`src/logic/rv_config.svh`:
```
`ifndef RV_CONFIG_SVH
`define RV_CONFIG_SVH

// ------------------------------------------------------------
// Memory geometry
// ------------------------------------------------------------

// Instruction memory, in 32-bit words.
`define RV_IMEM_DEPTH 256
`define RV_IMEM_AW    8

// Data memory, in 32-bit words.
`define RV_DMEM_DEPTH 256
`define RV_DMEM_AW    8

// Byte address bits below the word index.
`define RV_WORD_OFS   2

`endif

```
`src/logic/rv_pkg.sv`:
```
`include "rv_config.svh"

package rv_pkg;

    // ------------------------------------------------------------
    // Widths
    // ------------------------------------------------------------
    typedef logic [31:0]              word_t;      // Data, instruction or address.
    typedef logic [4:0]               reg_idx_t;   // Register number x0..x31.
    typedef logic [`RV_IMEM_AW-1:0]   imem_idx_t;  // Instruction word index.
    typedef logic [`RV_DMEM_AW-1:0]   dmem_idx_t;  // Data word index.

    // ------------------------------------------------------------
    // ALU operation
    // ------------------------------------------------------------
    typedef enum logic [2:0] {
        ALU_ADD = 3'd0,  // Also used for load/store addresses.
        ALU_SUB = 3'd1,  // Also used for the BEQ compare.
        ALU_AND = 3'd2,
        ALU_OR  = 3'd3,
        ALU_XOR = 3'd4,
        ALU_SLT = 3'd5   // Signed less-than, 1 or 0.
    } alu_op_e;

    // ------------------------------------------------------------
    // Decoder outputs, 9 bits
    // ------------------------------------------------------------
    typedef struct packed {
        logic    reg_write;    // Write rd at the end of the cycle.
        logic    alu_src_imm;  // Operand b is the immediate.
        logic    mem_write;    // Store rs2 to memory.
        logic    mem_to_reg;   // Write-back takes the loaded word.
        logic    branch;       // BEQ, taken when the ALU result is zero.
        alu_op_e alu_op;       // Operation for the ALU.
        logic    illegal;      // Unsupported encoding, runs as a no-op.
    } ctrl_t;

    // ------------------------------------------------------------
    // Data-memory request, 65 bits
    // ------------------------------------------------------------
    typedef struct packed {
        logic  we;     // Write strobe.
        word_t addr;   // Byte address, word aligned.
        word_t wdata;  // Store data.
    } dmem_req_t;

endpackage

```
`src/logic/rv_decoder.sv`:
```
`timescale 1ns/1ps

module rv_decoder
    import rv_pkg::*;
(
    input  word_t    instr,
    output ctrl_t    ctrl,
    output word_t    imm,
    output reg_idx_t rs1,
    output reg_idx_t rs2,
    output reg_idx_t rd
);

    // ------------------------------------------------------------
    // Opcodes of the supported subset
    // ------------------------------------------------------------
    localparam logic [6:0] OP_REG    = 7'b0110011;  // ADD SUB AND OR XOR SLT.
    localparam logic [6:0] OP_IMM    = 7'b0010011;  // ADDI.
    localparam logic [6:0] OP_LOAD   = 7'b0000011;  // LW.
    localparam logic [6:0] OP_STORE  = 7'b0100011;  // SW.
    localparam logic [6:0] OP_BRANCH = 7'b1100011;  // BEQ.

    logic [6:0] opcode;
    logic [2:0] funct3;
    logic [6:0] funct7;

    assign opcode = instr[6:0];
    assign funct3 = instr[14:12];
    assign funct7 = instr[31:25];

    assign rs1 = instr[19:15];  // Register fields sit at fixed positions.
    assign rs2 = instr[24:20];
    assign rd  = instr[11:7];

    always_comb begin
        ctrl        = '0;
        ctrl.alu_op = ALU_ADD;
        imm         = '0;
        // Unsupported words end up here and leave every enable low.
        ctrl.illegal = 1'b1;
        unique case (opcode)
            OP_REG: begin
                ctrl.reg_write = 1'b1;
                ctrl.illegal   = 1'b0;
                unique case ({funct7, funct3})
                    {7'b0000000, 3'b000}: ctrl.alu_op = ALU_ADD;
                    {7'b0100000, 3'b000}: ctrl.alu_op = ALU_SUB;
                    {7'b0000000, 3'b111}: ctrl.alu_op = ALU_AND;
                    {7'b0000000, 3'b110}: ctrl.alu_op = ALU_OR;
                    {7'b0000000, 3'b100}: ctrl.alu_op = ALU_XOR;
                    {7'b0000000, 3'b010}: ctrl.alu_op = ALU_SLT;
                    default: begin
                        ctrl.reg_write = 1'b0;  // Other R-type forms.
                        ctrl.illegal   = 1'b1;
                    end
                endcase
            end
            OP_IMM, OP_LOAD: begin
                imm = {{20{instr[31]}}, instr[31:20]};  // I-type.
                if ((opcode == OP_IMM && funct3 == 3'b000) ||
                    (opcode == OP_LOAD && funct3 == 3'b010)) begin
                    ctrl.reg_write   = 1'b1;
                    ctrl.alu_src_imm = 1'b1;
                    ctrl.mem_to_reg  = (opcode == OP_LOAD);
                    ctrl.illegal     = 1'b0;
                end
            end
            OP_STORE: begin
                imm = {{20{instr[31]}}, instr[31:25], instr[11:7]};  // S-type.
                if (funct3 == 3'b010) begin  // SW only.
                    ctrl.mem_write   = 1'b1;
                    ctrl.alu_src_imm = 1'b1;
                    ctrl.illegal     = 1'b0;
                end
            end
            OP_BRANCH: begin
                imm = {{19{instr[31]}}, instr[31], instr[7],
                       instr[30:25], instr[11:8], 1'b0};  // B-type.
                if (funct3 == 3'b000) begin  // BEQ only.
                    ctrl.branch  = 1'b1;
                    ctrl.alu_op  = ALU_SUB;  // Zero result means equal.
                    ctrl.illegal = 1'b0;
                end
            end
            default: ;
        endcase
    end

endmodule

```
`src/logic/rv_regfile.sv`:
```
`timescale 1ns/1ps

module rv_regfile
    import rv_pkg::*;
(
    input  logic     CLK,
    input  logic     rst_n,
    input  reg_idx_t rs1,
    input  reg_idx_t rs2,
    input  reg_idx_t rd,
    input  logic     we,
    input  word_t    wdata,
    output word_t    rdata1,
    output word_t    rdata2
);

    word_t regs [32];  // x0 stays zero, it is never written.

    // Write port. Reset clears the architectural state.
    always_ff @(posedge CLK) begin
        if (!rst_n) begin
            for (int i = 0; i < 32; i++) begin
                regs[i] <= '0;
            end
        end else if (we && (rd != '0)) begin
            regs[rd] <= wdata;  // Seen by the next instruction.
        end
    end

    // Read ports, combinational.
    always_comb begin
        rdata1 = regs[rs1];
        rdata2 = regs[rs2];
        if (rs1 == '0) begin
            rdata1 = '0;  // Hard zero.
        end
        if (rs2 == '0) begin
            rdata2 = '0;
        end
    end

endmodule

```
`src/logic/rv_alu.sv`:
```
`timescale 1ns/1ps

module rv_alu
    import rv_pkg::*;
(
    input  word_t   a,
    input  word_t   b,
    input  alu_op_e op,
    output word_t   y,
    output logic    zero
);

    word_t sum;
    word_t diff;
    logic  lt_signed;

    assign sum       = a + b;
    assign diff      = a - b;
    assign lt_signed = ($signed(a) < $signed(b));  // Two's complement order.

    // ------------------------------------------------------------
    // Result select
    // ------------------------------------------------------------
    always_comb begin
        unique case (op)
            ALU_ADD: y = sum;
            ALU_SUB: y = diff;
            ALU_AND: y = a & b;
            ALU_OR:  y = a | b;
            ALU_XOR: y = a ^ b;
            ALU_SLT: y = {31'd0, lt_signed};  // 1 or 0.
            default: y = '0;                  // Unused codes.
        endcase
    end

    // BEQ takes the branch when a - b is zero.
    assign zero = (y == '0);

endmodule

```
`src/logic/rv_core.sv`:
```
`timescale 1ns/1ps

module rv_core
    import rv_pkg::*;
(
    input  logic      CLK,
    input  logic      rst_n,
    input  word_t     idata,     // Instruction at iaddr.
    output word_t     iaddr,
    output dmem_req_t dmem_req,
    input  word_t     rdata      // Loaded word at dmem_req.addr.
);

    // ------------------------------------------------------------
    // Fetch and decode
    // ------------------------------------------------------------
    word_t    pc;
    word_t    pc_next;
    ctrl_t    ctrl;
    word_t    imm;
    reg_idx_t rs1;
    reg_idx_t rs2;
    reg_idx_t rd;

    word_t    rdata1;
    word_t    rdata2;
    word_t    alu_b;
    word_t    alu_y;
    logic     alu_zero;
    word_t    wb_data;
    logic     exec_ok;   // Instruction may change state.

    assign iaddr = pc;

    rv_decoder u_decoder (
        .instr (idata),
        .ctrl  (ctrl),
        .imm   (imm),
        .rs1   (rs1),
        .rs2   (rs2),
        .rd    (rd)
    );

    // Nothing commits while in reset or for an illegal word.
    assign exec_ok = rst_n & ~ctrl.illegal;

    // ------------------------------------------------------------
    // Register file and ALU
    // ------------------------------------------------------------
    rv_regfile u_regfile (
        .CLK    (CLK),
        .rst_n  (rst_n),
        .rs1    (rs1),
        .rs2    (rs2),
        .rd     (rd),
        .we     (ctrl.reg_write & exec_ok),
        .wdata  (wb_data),
        .rdata1 (rdata1),
        .rdata2 (rdata2)
    );

    assign alu_b = ctrl.alu_src_imm ? imm : rdata2;  // Immediate or rs2.

    rv_alu u_alu (
        .a    (rdata1),
        .b    (alu_b),
        .op   (ctrl.alu_op),
        .y    (alu_y),
        .zero (alu_zero)
    );

    assign wb_data = ctrl.mem_to_reg ? rdata : alu_y;  // Load or ALU result.

    // Store request. The address comes from rs1 + imm.
    assign dmem_req.we    = ctrl.mem_write & exec_ok;
    assign dmem_req.addr  = alu_y;
    assign dmem_req.wdata = rdata2;

    // ------------------------------------------------------------
    // Program counter
    // ------------------------------------------------------------
    assign pc_next = (ctrl.branch && alu_zero) ? (pc + imm) : (pc + 32'd4);

    always_ff @(posedge CLK) begin
        if (!rst_n) begin
            pc <= '0;  // First fetch at index 0.
        end else begin
            pc <= pc_next;
        end
    end

endmodule

```
`config.mk`:
```
export PLATFORM = sky130hd
export DESIGN_NAME = rv_core
export DESIGN_NICKNAME = d
export VERILOG_FILES = /design/src/logic/rv_pkg.sv /design/src/logic/rv_decoder.sv /design/src/logic/rv_regfile.sv /design/src/logic/rv_alu.sv /design/src/logic/rv_core.sv
export VERILOG_INCLUDE_DIRS = /design/src /design/src/logic
export SDC_FILE = /design/constraint.sdc
export NUM_CORES = 2
export LEC_CHECK = 0
export BUFFER_PORTS_ARGS = -buffer_cell sky130_fd_sc_hd__clkbuf_2
export CORE_MARGIN = 2
export CORE_UTILIZATION = 35
export CTS_CLUSTER_SIZE = 20
export DETAILED_ROUTE_END_ITERATION = 10
export HOLD_SLACK_MARGIN = 0.08
export PLACE_DENSITY = 0.53
export REMOVE_ABC_BUFFERS = 1
export SYNTH_ARGS = -nofsm -noshare
export SYNTH_HDL_FRONTEND = slang
export SYNTH_SLANG_ARGS = --single-unit
```
`constraint.sdc`:
```
create_clock -name CLK -period 23.9 [get_ports CLK]
set_clock_uncertainty 0.2 [all_clocks]
set_input_delay 4.78 -clock CLK [delete_from_list [all_inputs] [get_ports CLK]]
set_output_delay 4.78 -clock CLK [all_outputs]
set_load 0.005 [all_outputs]
```
==> flow_metrics.tcl <==
set metrics [dict create \
    grt_antenna_before_repair 2 \
    yosys-top-cells-area "edfxtp_1 (50%), mux4_2 (21%), nor2_1 (7.2%), ha_1 (2.7%), clkbuf_1 (2.2%)" \
    hp-class "reg -> reg" \
    io_buffers 162 \
    clkTransAtPathRegs_ns 0.06 \
    rsz0062_at_grt "no" \
    worstMarginPinSlew_ns 1.29 \
    ys_async_sr_fraction_pct 0 \
    final_core_util_pct 39.5 \
    vias 45100 \
    critPathKind "in -> out" \
    cp_data_required_time_ns 18.92 \
    p_leak_nw 24.8 \
    coreArea_um2 174000 \
    crit_path_end_kind "output port" \
    cts_inserted_buffers 115 \
    wirelength_mm 248 \
    pwr_density_cell_nw_per_um2 73.8 \
    drc 0 \
    numPlacedInstances 7001 \
    synth_edf_count 1024 \
    die-area_um2 178000 \
    area_growth_pct 12.2 \
    overflow 0 \
    whs_endpoint "iaddr[31]" \
    setup_violations 0 \
    hold_buffers 0 \
    r2r_start "u_regfile.regs[4][4]" \
    cts.htree.levels 3 \
    syn_area_per_cell_um2 12.8 \
    r2r_end "iaddr[10]" \
    rows 153 \
    setup_tns_ns 0 \
    max_clock_freq_mhz 56.9 \
    synthFlopType "edfxtp_1" \
    initial_core_util_pct 35.2 \
    avgViaCountPerCell 6.26 \
    worstSetupStartpointType "input port" \
    syn_inst 4798 \
    min-delay-start "iaddr[31]" \
    die_h_um 422 \
    cp_top_family "compound AO/OA/AOI/OAI gates" \
    num-fill-cells 16400 \
    cp.buffers_inverters 4 \
    cts_tree "done" \
    reg2reg_setup_slack_ns 16.00 \
    clk_latency_ns 0.78 \
    status "complete, no violations" \
    cts_setup_buffers 0 \
    wl_per_cell_um 34.4 \
    ys_warn_count 0 \
    nets 4992 \
    ys_ff_latch 1056 \
    drt_iter0_markers 6625 \
    r2r_cells 21 \
    max_cap_viol_count 0 \
    hold_violations 0 \
    firstDrtPassIters 6 \
    ys_seq_area_share_pct 51.3 \
    place.gp.congestion 0.912 \
    ant_nets 0 \
    cp_max_fo 62 \
    fin_crit_ns 17.58 \
    post_cts_resized 0 \
    clockRootBuffer "clkbuf_16" \
    yosysMostFrequentCell "nor2_1" \
    final_cells 7211 \
    ir_worst_vdd_v 0.0000635 \
    synth.top_cells.by_count "nor2_1 (1174), edfxtp_1 (1024), mux4_2 (564), clkbuf_1 (356), nand2_1 (229)" \
    critical-path-max-stage-delay_ns 0.92 \
    cp_slowest_cell "buf_4" \
    drive_above_1_share_pct 23.9 \
    ioPinCount 163 \
    slew_headroom_pct 12.2 \
    grt_max_degree 101 \
    post-dp-hpwl_mm 153 \
    dieWidth_um 422 \
    yosysUniqueCellTypes 92 \
    netlist_area_um2 61200 \
    yosysTopAreaCell "edfxtp_1" \
    finalCritPeriodShare_pct 73.5 \
    multi_input_area_um2 28600 \
    yosysTopAreaCellShare_pct 50.2 \
    grt_usage_pct 27.2 \
    grt_pass1_wl_mm 345 \
    slew_violations 0 \
    arrival_ns 12.60 \
    seqCellArea_um2 31400 \
    cp_cell_sequence "buf_8, buf_4, buf_4, mux4_2, mux2_2, a22o_1, o22ai_1, nor2_1, nand2_1, and2_1, ha_1, nor3_1, o31ai_1, o2111ai_1, a211oi_1, nor2_1, o31a_1, o21a_1, mux2_2, o221ai_1, clkbuf_2" \
    grt_pass1_vias 43900 \
    worstHoldPathCells 2 \
    clock_path_buffers 3 \
    cts.sinks 1056 \
]
==> tightest hold or removal path, cell delays in order (launching register included) <==
cell      delay [ns]
dfxtp_1         0.34
nand3_1         0.09
o211ai_1        0.07
==> sequential cells by signal, indices dropped and copies added (netlist names) <==
name            cells
iaddr              32
u_regfile.regs   1024
==> layer usage <==
layer / vias up / share of wire, % / GRT usage, %
met2: 2933 / 44 / 40.3
li1: 18200 / - / -
met1: 23500 / 39 / 37.6
met3: 513 / 12 / 7.92
met4: 0 / 4.5 / 10.9
met5: - / 0 / 0
==> stage by stage <==
step                hold slack, ns  power (mW)  worst slack (ns)  cell area, µm²
floorplan                    0.313        2.75              8.53           59700
global placement             0.337        3.35              6.64           65200
detailed placement           0.341        3.35              6.71           65200
CTS                          0.351        5.05              6.69           68700
global route                 0.401        5.21              6.18           68700
finish                       0.347        5.07              6.32           68700
==> placed cells by master (no fill, tap or decap), drive strengths merged, types with 10 or more instances in the layout <==
| master | instances |
|---|---|
| nor3 | 37 |
| o21ai | 58 |
| clkinv | 49 |
| nand2 | 229 |
| conb | 32 |
| a21o | 34 |
| inv | 118 |
| a22o | 12 |
| a21oi | 155 |
| edfxtp | 1024 |
| o31ai | 14 |
| and2 | 18 |
| a31oi | 13 |
| o21bai | 18 |
| clkbuf | 304 |
| nor2b | 16 |
| a211o | 12 |
| ha | 130 |
| nand4 | 14 |
| buf | 135 |
| a221oi | 27 |
| xor2 | 31 |
| a211oi | 50 |
| xnor2 | 36 |
| or3 | 12 |
| nand3 | 41 |
| o21a | 15 |
| mux2 | 36 |
| mux4 | 564 |
| and3 | 16 |
| or2 | 11 |
| dfxtp | 32 |
| nor2 | 1175 |
| o221ai | 24 |
| mux2i | 122 |
| o22ai | 31 |
| o211ai | 31 |
| nand2b | 55 |
| o2111ai | 10 |
==> kinds of logic after synthesis <==
logic type	count (synthesis)	share of synthesized area [%]
adders and majority gates	133	2.75
buffers and inverters	555	3.46
DFF	1056	51.3
xor gates and xnor gates	67	0.958
and+or+nand+nor	1667	11.3
muxes	722	23.4
other	1	0.00612
AOI/OAI and AO/OA	597	6.81
==> worst max-delay path by stage <==
| stage | startpoint | endpoint | slack, ns | depth (start not counted) |
|---|---|---|---|---|
| after floorplan | idata[21] | dmem_req[60] | 8.53 | 14 |
| after global placement | idata[21] | dmem_req[59] | 6.64 | 20 |
| after detailed placement | idata[21] | dmem_req[59] | 6.71 | 21 |
| final | idata[21] | dmem_req[59] | 6.32 | 21 |
| after CTS | idata[21] | dmem_req[59] | 6.69 | 21 |
| after global routing | idata[21] | dmem_req[59] | 6.18 | 21 |
==> cell type report <==
type                       count  share of cell area (%)
inverter                     115                   0.630
tap                         2325                    4.24
antenna                        1                 0.00364
sequential                  1056                    45.7
multi-input combinational   3218                    41.6
clock buffer                 152                    4.39
timing repair buffer         287                    2.74
clock inverter                57                   0.699
==> report_power, final <==
part	total, mW	switching [mW]	internal [mW]	leakage (nW)
registers	2.12	0.0318	2.09	10.8
logic	1.23	0.859	0.370	12.3
clock network	1.72	0.790	0.931	1.69
Power figures use the tool's default switching activity.
